[src/hdl/accel_pkg.sv]
package accel_pkg;

    ////////////////////////////////////////////////////////////
    // widths
    ////////////////////////////////////////////////////////////

    // one line = one sdram word
    localparam int DATA_W     = 64;
    // 8-bit lanes per line
    localparam int LANES      = 8;
    // 16 register file lines
    localparam int RF_ADDR_W  = 4;
    // sdram word address
    localparam int MEM_ADDR_W = 20;

    ////////////////////////////////////////////////////////////
    // basic types
    ////////////////////////////////////////////////////////////

    typedef logic [DATA_W-1:0]         data_t;
    typedef logic [DATA_W/LANES-1:0]   lane_t;
    typedef logic [RF_ADDR_W-1:0]      rf_addr_t;
    typedef logic [MEM_ADDR_W-1:0]     mem_addr_t;

    // host command opcodes, top nibble of the command word
    typedef enum logic [3:0] {
        OP_NOP   = 4'd0,
        OP_LOAD  = 4'd1,
        OP_STORE = 4'd2,
        OP_MOVE  = 4'd3,
        OP_EXEC  = 4'd4
    } opcode_e;

    // 32-bit host command
    typedef struct packed {
        opcode_e   op;
        rf_addr_t  dst;
        rf_addr_t  src;
        mem_addr_t addr;
    } cmd_t;

    // one sdram access
    typedef struct packed {
        logic      we;
        mem_addr_t addr;
        data_t     wdata;
    } mem_req_t;

    // status word seen by the host
    typedef struct packed {
        logic        busy;
        logic        dropped;
        logic [1:0]  rsvd0;
        opcode_e     last_op;
        logic [7:0]  rsvd1;
        logic [15:0] done_cnt;
    } status_t;

    // engine fsm states (ldst and eu)
    typedef enum logic [1:0] {
        IDLE,
        REQ,
        WAIT,
        WRITE
    } ctrl_state_e;

endpackage
[src/hdl/design_top.sv]
`timescale 1ns/1ns

module design_top import accel_pkg::*; (
    input  logic        clk,
    input  logic        i_reset,

    // mmio
    input  logic [31:0] i_h2f_pio32,
    input  logic        i_h2f_write,
    output logic [31:0] o_f2h_pio32,
    output logic        o_f2h_write,

    output logic [7:0]  o_led,

    // sdram
    output logic        o_mem_req,
    output mem_req_t    o_mem_req_data,
    input  logic        i_mem_ack,
    input  data_t       i_mem_rdata
);

////////////////////////////////////////////////////////////
// signals
////////////////////////////////////////////////////////////
cmd_t           host_cmd;
status_t        status;
cmd_t           cmd;
logic           ldst_start, move_start, eu_start;
logic           ldst_done, move_done, eu_done;

// rf ports
rf_addr_t       ldst_raddr, ldst_waddr, eu_raddr, eu_waddr;
data_t          ldst_rdata, ldst_wdata, eu_rdata, eu_wdata;
logic           ldst_we, eu_we;

// arbiter ports
logic [1:0]     req_lvl, grant, ack;
mem_req_t [1:0] req_data;
data_t          arb_rdata;

assign host_cmd    = i_h2f_pio32;
assign o_f2h_pio32 = status;
assign o_led       = status.done_cnt[7:0];

////////////////////////////////////////////////////////////
// control unit and register file
////////////////////////////////////////////////////////////
ctrl_unit i_ctrl_unit (
    .clk (clk), .i_reset (i_reset),
    .i_h2f_pio32 (host_cmd), .i_h2f_write (i_h2f_write),
    .i_ldst_done (ldst_done), .i_move_done (move_done), .i_eu_done (eu_done),
    .o_cmd (cmd), .o_ldst_start (ldst_start), .o_move_start (move_start),
    .o_eu_start (eu_start), .o_status (status), .o_f2h_write (o_f2h_write)
);

rf_bank i_rf_bank (
    .clk (clk), .i_reset (i_reset),
    .i_cmd (cmd), .i_move_start (move_start), .o_move_done (move_done),
    .i_ldst_raddr (ldst_raddr), .o_ldst_rdata (ldst_rdata), .i_ldst_we (ldst_we),
    .i_ldst_waddr (ldst_waddr), .i_ldst_wdata (ldst_wdata),
    .i_eu_raddr (eu_raddr), .o_eu_rdata (eu_rdata), .i_eu_we (eu_we),
    .i_eu_waddr (eu_waddr), .i_eu_wdata (eu_wdata)
);

////////////////////////////////////////////////////////////
// engines and sdram arbiter
////////////////////////////////////////////////////////////
ldst_unit i_ldst_unit (
    .clk (clk), .i_reset (i_reset),
    .i_start (ldst_start), .i_cmd (cmd), .o_done (ldst_done),
    .o_rf_raddr (ldst_raddr), .i_rf_rdata (ldst_rdata), .o_rf_we (ldst_we),
    .o_rf_waddr (ldst_waddr), .o_rf_wdata (ldst_wdata),
    .o_mem_req_lvl (req_lvl[0]), .o_mem_req_data (req_data[0]),
    .i_mem_grant (grant[0]), .i_mem_ack (ack[0]), .i_mem_rdata (arb_rdata)
);

eu_vadd i_eu_vadd (
    .clk (clk), .i_reset (i_reset),
    .i_start (eu_start), .i_cmd (cmd), .o_done (eu_done),
    .o_rf_raddr (eu_raddr), .i_rf_rdata (eu_rdata), .o_rf_we (eu_we),
    .o_rf_waddr (eu_waddr), .o_rf_wdata (eu_wdata),
    .o_mem_req_lvl (req_lvl[1]), .o_mem_req_data (req_data[1]),
    .i_mem_grant (grant[1]), .i_mem_ack (ack[1]), .i_mem_rdata (arb_rdata)
);

sdram_arbiter i_sdram_arbiter (
    .clk (clk), .i_reset (i_reset),
    .i_req (req_lvl), .i_req_data (req_data),
    .o_grant (grant), .o_ack (ack), .o_rdata (arb_rdata),
    .o_mem_req (o_mem_req), .o_mem_req_data (o_mem_req_data),
    .i_mem_ack (i_mem_ack), .i_mem_rdata (i_mem_rdata)
);

endmodule

[src/hdl/sdram_arbiter.sv]
`timescale 1ns/1ns

module sdram_arbiter import accel_pkg::*; (
    input  logic           clk,
    input  logic           i_reset,

    // requesters, port 0 ldst and port 1 eu
    input  logic [1:0]     i_req,
    input  mem_req_t [1:0] i_req_data,
    output logic [1:0]     o_grant,
    output logic [1:0]     o_ack,
    output data_t          o_rdata,

    // sdram side
    output logic           o_mem_req,
    output mem_req_t       o_mem_req_data,
    input  logic           i_mem_ack,
    input  data_t          i_mem_rdata
);

logic busy;
// owner of the bus, also the port served last
logic owner;
logic pick;

// both asking so take the port not served last
assign pick = (i_req == 2'b11) ? ~owner : i_req[1];

always_ff @(posedge clk) begin
    if (i_reset) begin
        busy      <= 1'b0;
        owner     <= 1'b0;
        o_grant   <= '0;
        o_mem_req <= 1'b0;
    end else begin
        o_grant   <= '0;
        o_mem_req <= 1'b0;
        if (!busy && |i_req) begin
            // grant and sdram request go out together
            o_grant[pick] <= 1'b1;
            o_mem_req     <= 1'b1;
            busy          <= 1'b1;
            owner         <= pick;
        end else if (busy && i_mem_ack) begin
            busy <= 1'b0;
        end
    end
end

always_ff @(posedge clk) begin
    if (!busy && |i_req) begin
        o_mem_req_data <= i_req_data[pick];
    end
end

// ack only to the owner
assign o_ack   = (busy && i_mem_ack) ? (owner ? 2'b10 : 2'b01) : 2'b00;
assign o_rdata = i_mem_rdata;

a_grant_onehot: assert property (@(posedge clk) disable iff (i_reset)
    $onehot0(o_grant))
    else $error("grant to both ports");

a_ack_outstanding: assert property (@(posedge clk) disable iff (i_reset)
    i_mem_ack |-> busy)
    else $error("sdram ack with nothing outstanding");

endmodule

[src/hdl/eu_vadd.sv]
`timescale 1ns/1ns

module eu_vadd import accel_pkg::*; (
    input  logic     clk,
    input  logic     i_reset,

    input  logic     i_start,
    input  cmd_t     i_cmd,
    output logic     o_done,

    // register file port
    output rf_addr_t o_rf_raddr,
    input  data_t    i_rf_rdata,
    output logic     o_rf_we,
    output rf_addr_t o_rf_waddr,
    output data_t    o_rf_wdata,

    // arbiter port
    output logic     o_mem_req_lvl,
    output mem_req_t o_mem_req_data,
    input  logic     i_mem_grant,
    input  logic     i_mem_ack,
    input  data_t    i_mem_rdata
);

ctrl_state_e state;
cmd_t        cmd_q;
data_t       sum_q;

// lane-wise add, clamp at 255
function automatic data_t sat_add(input data_t a, input data_t b);
    lane_t                la;
    lane_t                lb;
    logic [$bits(lane_t):0] s;
    data_t                r;
    for (int i = 0; i < LANES; i++) begin
        la = a[i*$bits(lane_t) +: $bits(lane_t)];
        lb = b[i*$bits(lane_t) +: $bits(lane_t)];
        s  = {1'b0, la} + {1'b0, lb};
        // carry out means overflow
        r[i*$bits(lane_t) +: $bits(lane_t)] = s[$bits(lane_t)] ? '1 : s[$bits(lane_t)-1:0];
    end
    return r;
endfunction

////////////////////////////////////////////////////////////
// fsm
////////////////////////////////////////////////////////////
always_ff @(posedge clk) begin
    if (i_reset) begin
        state <= IDLE;
    end else begin
        case (state)
            IDLE:    if (i_start) state <= REQ;
            REQ:     if (i_mem_grant) state <= WAIT;
            // weight word arrives with the ack
            WAIT:    if (i_mem_ack) state <= WRITE;
            WRITE:   state <= IDLE;
            default: state <= IDLE;
        endcase
    end
end

always_ff @(posedge clk) begin
    if (state == IDLE && i_start) begin
        cmd_q <= i_cmd;
    end
    // add against the source line as it stands at the ack
    if (state == WAIT && i_mem_ack) begin
        sum_q <= sat_add(i_rf_rdata, i_mem_rdata);
    end
end

////////////////////////////////////////////////////////////
// outputs
////////////////////////////////////////////////////////////

// read only weight fetch
assign o_mem_req_lvl  = (state == REQ);
assign o_mem_req_data = '{we: 1'b0, addr: cmd_q.addr, wdata: '0};

assign o_rf_raddr = cmd_q.src;
assign o_rf_we    = (state == WRITE);
assign o_rf_waddr = cmd_q.dst;
assign o_rf_wdata = sum_q;

// done with the rf write
assign o_done = (state == WRITE);

endmodule

[src/hdl/ldst_unit.sv]
`timescale 1ns/1ns

module ldst_unit import accel_pkg::*; (
    input  logic     clk,
    input  logic     i_reset,

    input  logic     i_start,
    input  cmd_t     i_cmd,
    output logic     o_done,

    // register file port
    output rf_addr_t o_rf_raddr,
    input  data_t    i_rf_rdata,
    output logic     o_rf_we,
    output rf_addr_t o_rf_waddr,
    output data_t    o_rf_wdata,

    // arbiter port
    output logic     o_mem_req_lvl,
    output mem_req_t o_mem_req_data,
    input  logic     i_mem_grant,
    input  logic     i_mem_ack,
    input  data_t    i_mem_rdata
);

ctrl_state_e state;
cmd_t        cmd_q;
data_t       rdata_q;
logic        is_store;

assign is_store = (cmd_q.op == OP_STORE);

////////////////////////////////////////////////////////////
// fsm
////////////////////////////////////////////////////////////
always_ff @(posedge clk) begin
    if (i_reset) begin
        state <= IDLE;
    end else begin
        case (state)
            IDLE:    if (i_start) state <= REQ;
            // level held until the arbiter picks us
            REQ:     if (i_mem_grant) state <= WAIT;
            // store is finished at the ack
            WAIT:    if (i_mem_ack) state <= is_store ? IDLE : WRITE;
            WRITE:   state <= IDLE;
            default: state <= IDLE;
        endcase
    end
end

// own copy of the command
always_ff @(posedge clk) begin
    if (state == IDLE && i_start) begin
        cmd_q <= i_cmd;
    end
    if (state == WAIT && i_mem_ack) begin
        rdata_q <= i_mem_rdata;
    end
end

////////////////////////////////////////////////////////////
// outputs
////////////////////////////////////////////////////////////

// store data comes straight from the rf line
assign o_rf_raddr     = cmd_q.src;
assign o_mem_req_lvl  = (state == REQ);
assign o_mem_req_data = '{we: is_store, addr: cmd_q.addr, wdata: i_rf_rdata};

// load result lands the cycle after the ack
assign o_rf_we    = (state == WRITE);
assign o_rf_waddr = cmd_q.dst;
assign o_rf_wdata = rdata_q;

assign o_done = (state == WRITE) || (state == WAIT && i_mem_ack && is_store);

endmodule

[src/hdl/rf_bank.sv]
`timescale 1ns/1ns

module rf_bank import accel_pkg::*; (
    input  logic     clk,
    input  logic     i_reset,

    // move engine control
    input  cmd_t     i_cmd,
    input  logic     i_move_start,
    output logic     o_move_done,

    // ldst port
    input  rf_addr_t i_ldst_raddr,
    output data_t    o_ldst_rdata,
    input  logic     i_ldst_we,
    input  rf_addr_t i_ldst_waddr,
    input  data_t    i_ldst_wdata,

    // eu port
    input  rf_addr_t i_eu_raddr,
    output data_t    o_eu_rdata,
    input  logic     i_eu_we,
    input  rf_addr_t i_eu_waddr,
    input  data_t    i_eu_wdata
);

data_t    lines [2**RF_ADDR_W];
data_t    move_buf;
rf_addr_t move_dst;
logic     move_wr;

// async reads
assign o_ldst_rdata = lines[i_ldst_raddr];
assign o_eu_rdata   = lines[i_eu_raddr];

////////////////////////////////////////////////////////////
// move engine
////////////////////////////////////////////////////////////

// cycle 0 latch source, cycle 1 write dest, cycle 2 done
always_ff @(posedge clk) begin
    if (i_reset) begin
        move_wr     <= 1'b0;
        o_move_done <= 1'b0;
    end else begin
        move_wr     <= i_move_start;
        o_move_done <= move_wr;
    end
end

always_ff @(posedge clk) begin
    if (i_move_start) begin
        move_buf <= lines[i_cmd.src];
        move_dst <= i_cmd.dst;
    end
end

////////////////////////////////////////////////////////////
// write ports
////////////////////////////////////////////////////////////

// later statement wins so move beats ldst beats eu
always_ff @(posedge clk) begin
    if (i_reset) begin
        lines <= '{default: '0};
    end else begin
        if (i_eu_we) begin
            lines[i_eu_waddr] <= i_eu_wdata;
        end
        if (i_ldst_we) begin
            lines[i_ldst_waddr] <= i_ldst_wdata;
        end
        if (move_wr) begin
            lines[move_dst] <= move_buf;
        end
    end
end

// engines working on the same line is a host ordering bug
a_no_write_clash: assert property (@(posedge clk) disable iff (i_reset)
    !(move_wr && i_ldst_we && move_dst == i_ldst_waddr) &&
    !(move_wr && i_eu_we && move_dst == i_eu_waddr) &&
    !(i_ldst_we && i_eu_we && i_ldst_waddr == i_eu_waddr))
    else $error("two engines wrote the same line");

endmodule

[src/hdl/ctrl_unit.sv]
`timescale 1ns/1ns

module ctrl_unit import accel_pkg::*; (
    input  logic    clk,
    input  logic    i_reset,

    // host command port
    input  cmd_t    i_h2f_pio32,
    input  logic    i_h2f_write,

    // engine completion
    input  logic    i_ldst_done,
    input  logic    i_move_done,
    input  logic    i_eu_done,

    // engine dispatch
    output cmd_t    o_cmd,
    output logic    o_ldst_start,
    output logic    o_move_start,
    output logic    o_eu_start,

    output status_t o_status,
    output logic    o_f2h_write
);

////////////////////////////////////////////////////////////
// decode
////////////////////////////////////////////////////////////
logic        want_ldst, want_move, want_eu, want_nop;
logic        take_ldst, take_move, take_eu, accept;
logic        ldst_busy, move_busy, eu_busy;
logic        nop_done;
logic        dropped;
opcode_e     last_op;
logic [15:0] done_cnt;
logic [2:0]  done_inc;

always_comb begin
    want_ldst = 1'b0;
    want_move = 1'b0;
    want_eu   = 1'b0;
    want_nop  = 1'b0;
    case (i_h2f_pio32.op)
        OP_NOP:            want_nop  = i_h2f_write;
        OP_LOAD, OP_STORE: want_ldst = i_h2f_write;
        OP_MOVE:           want_move = i_h2f_write;
        OP_EXEC:           want_eu   = i_h2f_write;
        // unknown opcodes fall through and get dropped
        default:           want_nop  = 1'b0;
    endcase
end

// engine must be idle to take the command
assign take_ldst = want_ldst && !ldst_busy;
assign take_move = want_move && !move_busy;
assign take_eu   = want_eu && !eu_busy;
assign accept    = take_ldst | take_move | take_eu | want_nop;

// up to four completions in one cycle
assign done_inc = 3'(i_ldst_done) + 3'(i_move_done) + 3'(i_eu_done) + 3'(nop_done);

////////////////////////////////////////////////////////////
// dispatch and bookkeeping
////////////////////////////////////////////////////////////
always_ff @(posedge clk) begin
    if (i_reset) begin
        o_ldst_start <= 1'b0;
        o_move_start <= 1'b0;
        o_eu_start   <= 1'b0;
        nop_done     <= 1'b0;
        ldst_busy    <= 1'b0;
        move_busy    <= 1'b0;
        eu_busy      <= 1'b0;
        dropped      <= 1'b0;
        last_op      <= OP_NOP;
        done_cnt     <= '0;
        o_f2h_write  <= 1'b0;
    end else begin
        // start pulses one cycle after the host write
        o_ldst_start <= take_ldst;
        o_move_start <= take_move;
        o_eu_start   <= take_eu;
        nop_done     <= want_nop;
        // busy from start until the engine's done
        ldst_busy    <= take_ldst | (ldst_busy & ~i_ldst_done);
        move_busy    <= take_move | (move_busy & ~i_move_done);
        eu_busy      <= take_eu | (eu_busy & ~i_eu_done);
        // sticky until reset
        if (i_h2f_write && !accept) begin
            dropped <= 1'b1;
        end
        if (accept) begin
            last_op <= i_h2f_pio32.op;
        end
        done_cnt    <= done_cnt + 16'(done_inc);
        // tell the host the count moved
        o_f2h_write <= |done_inc;
    end
end

// held command for the engine being started
always_ff @(posedge clk) begin
    if (accept) begin
        o_cmd <= i_h2f_pio32;
    end
end

assign o_status = '{
    busy:     ldst_busy | move_busy | eu_busy,
    dropped:  dropped,
    rsvd0:    '0,
    last_op:  last_op,
    rsvd1:    '0,
    done_cnt: done_cnt
};

a_one_start: assert property (@(posedge clk) disable iff (i_reset)
    $onehot0({o_ldst_start, o_move_start, o_eu_start}))
    else $error("more than one engine started in a cycle");

endmodule

[config.mk]
export PLATFORM = sky130hd
export DESIGN_NAME = design_top
export DESIGN_NICKNAME = d
export VERILOG_FILES = /design/src/hdl/accel_pkg.sv /design/src/hdl/design_top.sv /design/src/hdl/sdram_arbiter.sv /design/src/hdl/eu_vadd.sv /design/src/hdl/ldst_unit.sv /design/src/hdl/rf_bank.sv /design/src/hdl/ctrl_unit.sv
export SDC_FILE = /design/constraint.sdc
export NUM_CORES = 2
export LEC_CHECK = 0
export BUFFER_PORTS_ARGS = -buffer_cell sky130_fd_sc_hd__buf_2
export CORE_MARGIN = 3
export CORE_UTILIZATION = 25
export CTS_CLUSTER_DIAMETER = 150
export DETAILED_ROUTE_END_ITERATION = 6
export HOLD_SLACK_MARGIN = 0.03
export PLACE_DENSITY = 0.46
export SETUP_SLACK_MARGIN = 0.3
export SLEW_MARGIN = 25
export SYNTH_ARGS = -nofsm -noshare
export SYNTH_HDL_FRONTEND = slang
export SYNTH_HIERARCHICAL = 1
export SYNTH_SLANG_ARGS = --single-unit
[constraint.sdc]
create_clock -name clk -period 5.6 [get_ports clk]
set_input_delay 1.12 -clock clk [delete_from_list [all_inputs] [get_ports clk]]
set_output_delay 1.12 -clock clk [all_outputs]
set_load 0.01 [all_outputs]
After elaboration in Yosys (flattened, before gate mapping):

Index checks and enable logic that the tools add are counted.

* $add $sub $neg: 12
* multipliers: 0
* div/mod/pow operators: 0
* magnitude comparators: 11
* equality and inequality tests: 18
* shift-type cells: 0
* muxes and demuxes: 46
* bitwise operators: 22
* reduce and logical (&&, ||, !) cells: 31

Operators by type and width (count)
* $mux W1024: 5
* $bwmux W1024: 3
* $bmux W64 S4: 3
* $demux W64 S4: 3
* $mux W64: 9
* $mux W85: 2
* $add A8 B8 Y9: 8
* $ge A5 B5 Y1 const B: 6
* $not A4 Y5: 6
* $mux W2: 9
* $add A16 B3 Y16: 1
* $pmux W2 S4: 2
* $logic_and A1 B1 Y1: 15
* $lt A5 B1 Y1 const B: 3
* $eq A4 B2 Y1 const B: 3
* $eq A2 B2 Y1 const B: 5
* $mux W1: 9
* $ne A2 B2 Y1 const B: 4
* $or A1 B1 Y1: 8
* $add A3 B1 Y3: 2
* $reduce_and A3 Y1: 2
* $reduce_or A2 Y1: 3
* $logic_not A1 Y1: 5
* $not A1 Y1: 5
* 14 further kinds: 19

* register bits after elaboration: 1437
* bits in latches: 0
* RAM bits: 0
* ROM bits: 0
* bits of input ports: 100
* output and inout port bits: 127
* word-level logic and storage cells: 200
* memories: 0

Logic depth before layout (Yosys ltp):

* word-level depth: 13
* mapped depth: 17
* gate-level depth less buffers: 16

Cells and area by module:

Netlist, hierarchy kept.

By module, submodules not included
* rf_bank: times used 1, cells an instance 9961, area an instance 93343.3 um2, seq. area each 22581.7 um2
* eu_vadd: times used 1, cells an instance 568, area an instance 6369.9 um2, seq. area each 2802.7 um2
* sdram_arbiter: times used 1, cells an instance 265, area an instance 4466.8 um2, seq. area each 2652.5 um2
* ldst_unit: times used 1, cells an instance 206, area an instance 3729.8 um2, seq. area each 2922.8 um2
* ctrl_unit: times used 1, cells an instance 190, area an instance 2361.0 um2, seq. area each 1541.5 um2
* design_top: times used 1, cells an instance 8, area an instance 60.1 um2, seq. area each 0.0 um2

Worst setup path after synthesis:

No wires, ideal clock.

* kind: input to register
* start: in i_mem_ack
* end: reg i_ctrl_unit.done_cnt[12]
* library setup time: 0.071 ns
* data arrival time: 5.344 ns
* data required time: 5.529 ns
* setup slack: 0.185 ns
* stages: 16
* path buffers: 0
* path through: nand2_1 > nor2_1 > nand3b_1 > inv_1 > a21o_2 > inv_1 > fa_1 > inv_1 > ha_1 > ha_1 > inv_1 > fa_1 > nor2b_1 > o21ai_1 > or3_1 > a21oi_1

* longest elaborated chain between the ends: 9

RTL lines
* from (decl): line design_top.sv:18 `input logic i_mem_ack,`
* $logic_and A1 B1 Y1: line sdram_arbiter.sv:57 `assign o_ack = (busy && i_mem_ack) ? (owner ? 2'b10 : 2'b01) : 2'b00;`
* $mux W2: line sdram_arbiter.sv:57
* net ack[0]: line design_top.sv:37 `logic [1:0] req_lvl, grant, ack;`
* $logic_and A1 B1 Y1 (2 in a row): line ldst_unit.sv:76 `assign o_done = (state == WRITE) || (state == WAIT && i_mem_ack && is_store);`
* $logic_or A1 B1 Y1: line ldst_unit.sv:76
* net ldst_done: line design_top.sv:29 `logic ldst_done, move_done, eu_done;`
* $add A1 B1 Y2: line ctrl_unit.sv:60 `assign done_inc = 3'(i_ldst_done) + 3'(i_move_done) + 3'(i_eu_done) + 3'(nop_done);`
* $add A3 B1 Y3 (2 in a row): line ctrl_unit.sv:60
* $add A16 B3 Y16: line ctrl_unit.sv:95 `done_cnt <= done_cnt + 16'(done_inc);`
* to (signal assigned): line ctrl_unit.sv:95
* to (decl): line ctrl_unit.sv:35 `logic [15:0] done_cnt;`

The timed path passes the listed nets, and every way through them passes these cells.
A chain may end at the register's enable or synchronous reset.

Worst setup path in the final report:

* start: reg i_eu_vadd.cmd_q, in the netlist i_eu_vadd/o_rf_raddr[1]
* end: reg i_eu_vadd.sum_q[53] (netlist: i_eu_vadd/o_rf_wdata[53]) (data pin)

* longest elaborated chain between the ends: 5

RTL lines
* from (decl): line eu_vadd.sv:27 `cmd_t cmd_q;`
* from (signal assigned): line eu_vadd.sv:66 `cmd_q <= i_cmd;`
* $not A4 Y5 (implied by the code): line rf_bank.sv:34 `assign o_eu_rdata = lines[i_eu_raddr];`
* $bmux W64 S4: line rf_bank.sv:34
* $mux W64 (implied by the code) (2 in a row): line rf_bank.sv:34
* net eu_rdata[52]: line design_top.sv:33 `data_t ldst_rdata, ldst_wdata, eu_rdata, eu_wdata;`
* $add A8 B8 Y9: line eu_vadd.sv:39 `s = {1'b0, la} + {1'b0, lb};`
* to (signal assigned): line eu_vadd.sv:70 `sum_q <= sat_add(i_rf_rdata, i_mem_rdata);`
* to (decl): line eu_vadd.sv:28 `data_t sum_q;`

The timed path passes the listed nets, and every way through them passes these cells. The select of a mux whose other input is x is not followed.

==> qor.csv <==
stage,metric,value,unit
power_and_ir_drop,switching share of power,0.278,
sta,fraction of the cycle the final worst path needs,0.749,
power_and_ir_drop,fraction of power consumed by combinational cells,0.075,
clock_tree,clock buffer depth,4,
grt,maximum number of pins on one net before global-route repair,176,
yosys,Post-Syn Area per Cell,9.85,sq um
routing,routed wire length,645000,um
placement,sum of net half-perimeters after detailed placement,308000,um
worst_setup_path,worst setup path class,reg -> reg,
power_and_ir_drop,power density relative to cell area,215,nW/um^2
worst_setup_path,list of cells traversed by the critical path,"buf_4, mux4_2, a22oi_1, nand2_1, ha_1, nor2b_1, a221o_1, a211oi_1, nand3_1",
grt,antenna violations before repair,46,
power_and_ir_drop,Pint,18.5,mW
sta,final slew viol count,0,
power_and_ir_drop,reported net switching power,7.12,mW
cells_and_area,Layout Area Growth over Synthesis,8.16,%
worst_setup_path,category of the worst setup path capture point,flip-flop,
grt,aggregate global routing overflow,0,
routing,detail-routed via count per cell,7.61,
job,Max Cap Viol,0,
min_path,class of the tightest hold or removal check,in -> reg,
routing,DRC marker count from the first detailed-route iteration,21700,
cells_and_area,filler cell count in the final layout,45300,
sta,number of hold violations in the final report,0,
power_and_ir_drop,share of total power in sequential cells,0.430,
routing,via count of the routed design,120000,
floorplanning,effective utilization at floorplan,0.251,
worst_setup_path,biggest cell delay along the critical path,0.87,ns
worst_setup_path,RR Endpoint,i_eu_vadd/o_rf_wdata[53]$_SDFFCE_PP1P_,
cells_and_area,share of layout cells above drive strength 1,0.177,
yosys,sequential area share after synthesis,0.295,
routing,highest metal layer with signal wires,met5,
floorplanning,I/O pin cnt,227,
worst_setup_path,required time of the critical path,6.27,ns
sta,FMAX,238,MHz
clock_tree,setup fix buffers added after clock tree synthesis,0,
clock_tree,buffer cell driving the clock tree root,clkbuf_16,
power_and_ir_drop,Final Total Pwr,25.6,mW
sta,clock period minus worst slack,4.20,ns
worst_setup_path,slowest cell on the critical path,edfxtp_1,
clock_tree,number of sinks handled by clock tree synthesis,1437,
yosys,cells after synthesis,11200,
worst_setup_path,cell depth of the worst flop-to-flop path,9,
power_and_ir_drop,Leakage,30.9,nW
min_path,hold depth,1,
floorplanning,floorplan die height,670,um
floorplanning,die width,670,um
yosys,most numerous cell types in the synthesized netlist,"1388 x a22oi_1, 1381 x clkbuf_1, 1064 x dfxtp_1, 1045 x nor3_1, 1024 x o221ai_1",
floorplanning,die outline area,449000,sq um
cells_and_area,"Net count, final",9851,
power_and_ir_drop,Clock Power Share,0.494,
yosys,register bit total from synthesis,1437,
routing,wire length on met2,272000,um
clock_tree,clock tree from TritonCTS,built,
clock_tree,cells resized by post-CTS repair,0,
clock_tree,H-tree Lvls,4,
yosys,Yosys warning total,6,
routing,sum of routed wire segments on met1,236000,um
outcome,outcome,"finished, violations left",
routing,antenna violation net count after detailed routing,0,
routing,average routed wire per standard cell,41.0,um
floorplanning,core area,439000,sq um
floorplanning,Rows,243,
sta,setup clock skew after layout,0.0660,ns
sta,Setup TNS,0,ns
yosys,dominant register cell in the synthesized netlist,dfxtp_1,
worst_setup_path,startpoint of the worst-slack reg-to-reg timing path,i_eu_vadd/o_rf_raddr[1]$_DFFE_PP_,
placement,weighted congestion reported at the end of routability-driven placement,0.826,
yosys,most area-consuming cells after synthesis,"dfxtp_1 19%, mux4_2 16%, edfxtp_1 10%, a22oi_1 9.4%, o221ai_1 8.1%",
yosys,"EDFF count, synth",373,
yosys,top cell type's share of synthesized area,0.193,
routing,Met3 Wirelength,94500,um
outcome,violated checks,DRC,
worst_setup_path,critical path startpoint category,flip-flop,
grt,wire length of the first global-routing pass,905000,um
routing,number of DRC violations after detailed routing,7,
clock_tree,clk_lat worst skew,0.96,ns
yosys,cell type contributing the most total cell area after synthesis,dfxtp_1,
worst_setup_path,Critical Path Fanout Max,40,
yosys,most frequently used cell type in the post-synthesis netlist,a22oi_1,
grt,number of global-route vias before repair,117000,
clock_tree,number of buffers inserted by hold repair at cts,0,
sta,transition time at the pin with the least slew margin,1.26,ns
min_path,Hold Path End,i_ctrl_unit/o_cmd[10]$_DFFE_PP_,
sta,Worst slew margin,0.157,
yosys,synth unique cells,82,
placement,number of buffer cells added on primary ports,216,
power_and_ir_drop,maximum vdd drop,0.275,mV
routing,router iterations before antenna repair,7,
clock_tree,TritonCTS Buffers,191,
yosys,netlist area before placement,110000,sq um
sta,total of endpoints with negative setup slack in the final report,0,
worst_setup_path,endpoint arrival time on the critical path,4.87,ns
grt,Total Routing Usage GR,0.270,
min_path,HP Start,i_h2f_pio32[10],
worst_setup_path,R2R setup slack,1.40,ns
clock_tree,Clock transition at path regs,0.06,ns
yosys,fraction of synthesis flops using an asynchronous set or reset pin,0,
sta,RSZ-0062 raised after global routing,false,
critical path: cells and delay by family (launching register included):
kind	cells	cell delay, ns
AO/OA/AOI/OAI	3	0.91
adder cells (fa/ha/maj)	1	0.39
buffers and inverters	1	0.79
flip-flops	1	0.87
multiplexers	1	0.41
AND/OR/NAND/NOR	3	0.47
power by group through the flow:
stage               Clock, mW  Combinational, mW  Sequential (mW)
finish                   12.7               1.93             11.0
global route             13.1               2.02             11.0
CTS                      12.7               1.94             11.0
detailed placement          0               1.93             11.3
global placement            0               1.92             11.3
floorplan                   0               1.11             11.3
flip-flops by register name, indices dropped and copies added, names as in the netlist, 4 cells and up:
register / flops
i_rf_bank/lines: 1024
i_eu_vadd/o_rf_waddr: 4
i_sdram_arbiter/o_mem_req_data: 85
i_rf_bank/move_buf: 64
i_ldst_unit/o_rf_waddr: 4
i_ldst_unit/cmd_q: 4
i_eu_vadd/o_rf_raddr: 4
i_ldst_unit/o_rf_wdata: 64
i_ldst_unit/o_mem_req_data: 20
i_rf_bank/move_dst: 4
i_eu_vadd/o_mem_req_data: 20
i_ldst_unit/o_rf_raddr: 4
i_ctrl_unit/done_cnt: 16
i_ctrl_unit/last_op: 4
i_ctrl_unit/o_cmd: 32
i_eu_vadd/o_rf_wdata: 64
metal layers:
metal	up-vias	track usage
li1	44400	-
met1	60000	0.340
met4	6	0.163
met3	2988	0.0951
met5	-	0.00255
met2	12300	0.395
kinds of logic after synthesis:
group / share of synthesized area
other: 0.0000681
AO/OA/AOI/OAI: 0.341
XOR/XNOR: 0.00302
adder cells (fa/ha/maj): 0.0101
multiplexers: 0.168
flip-flops: 0.295
AND/OR/NAND/NOR: 0.0871
buffers and inverters: 0.0964
area by class of cell:
type | count | area (sq um) | area share
flip-flops and latches | 1437 | 32500 | 0.272
multi-input cells | 7471 | 67800 | 0.568
clock inverters | 45 | 418 | 0.00350
inverters | 35 | 135 | 0.00113
clock buffers | 302 | 5630 | 0.0472
repair buffers | 532 | 5420 | 0.0454
well taps | 5880 | 7360 | 0.0617
diodes | 21 | 52.6 | 0.000440
how the worst max path moves through the flow:
stage	endpoint	cells after the start	startpoint	slack [ns]
6_report	i_eu_vadd/o_rf_wdata[53]$_SDFFCE_PP1P_	9	i_eu_vadd/o_rf_raddr[1]$_DFFE_PP_	1.40
5_1_grt	i_ctrl_unit/done_cnt[14]$_SDFF_PP0_	16	i_sdram_arbiter/busy$_SDFFE_PP0P_	1.23
4_1_cts	i_eu_vadd/o_rf_wdata[37]$_SDFFCE_PP1P_	10	i_eu_vadd/o_rf_raddr[0]$_DFFE_PP_	1.49
3_5_place_dp	i_ctrl_unit/done_cnt[12]$_SDFF_PP0_	17	i_mem_ack	0.96
3_3_place_gp	i_ctrl_unit/done_cnt[12]$_SDFF_PP0_	17	i_mem_ack	0.82
2_1_floorplan	i_sdram_arbiter/o_mem_req_data[0]$_DFFE_PP_	3	i_ldst_unit/state[0]$_SDFFE_PP0P_	0.67
cells in the final DEF (no fill, tap or decap), types with 40 or more instances in the layout:
master,n
a21oi_1,54
a22oi_1,1388
a311oi_1,1023
and2_1,65
and3_1,72
and3b_1,64
buf_12,151
buf_2,215
buf_4,157
clkbuf_1,73
clkbuf_16,196
conb_1,75
dfxtp_1,1063
edfxtp_1,373
ha_1,73
mux2_2,49
mux2_4,40
mux4_2,768
nand2_1,245
nor2_1,49
nor3_1,1045
nor3b_1,69
o2111ai_1,257
o211ai_1,771
o221ai_1,1024
stage by stage:
stage / util / hold slack, ns / instance area [sq um] / worst slack, ns / cells
after floorplan: - / 0.400 / 111000 / 0.666 / 11300
after global routing: 0.272 / 0.318 / 119000 / 1.23 / 15700
after CTS: 0.272 / 0.289 / 119000 / 1.49 / 15700
final: 0.272 / 0.364 / 119000 / 1.40 / 15700
after detailed placement: 0.258 / 0.416 / 113000 / 0.963 / 15400
after global placement: 0.258 / 0.403 / 113000 / 0.817 / 15300
(Power assumes the default switching activity.)
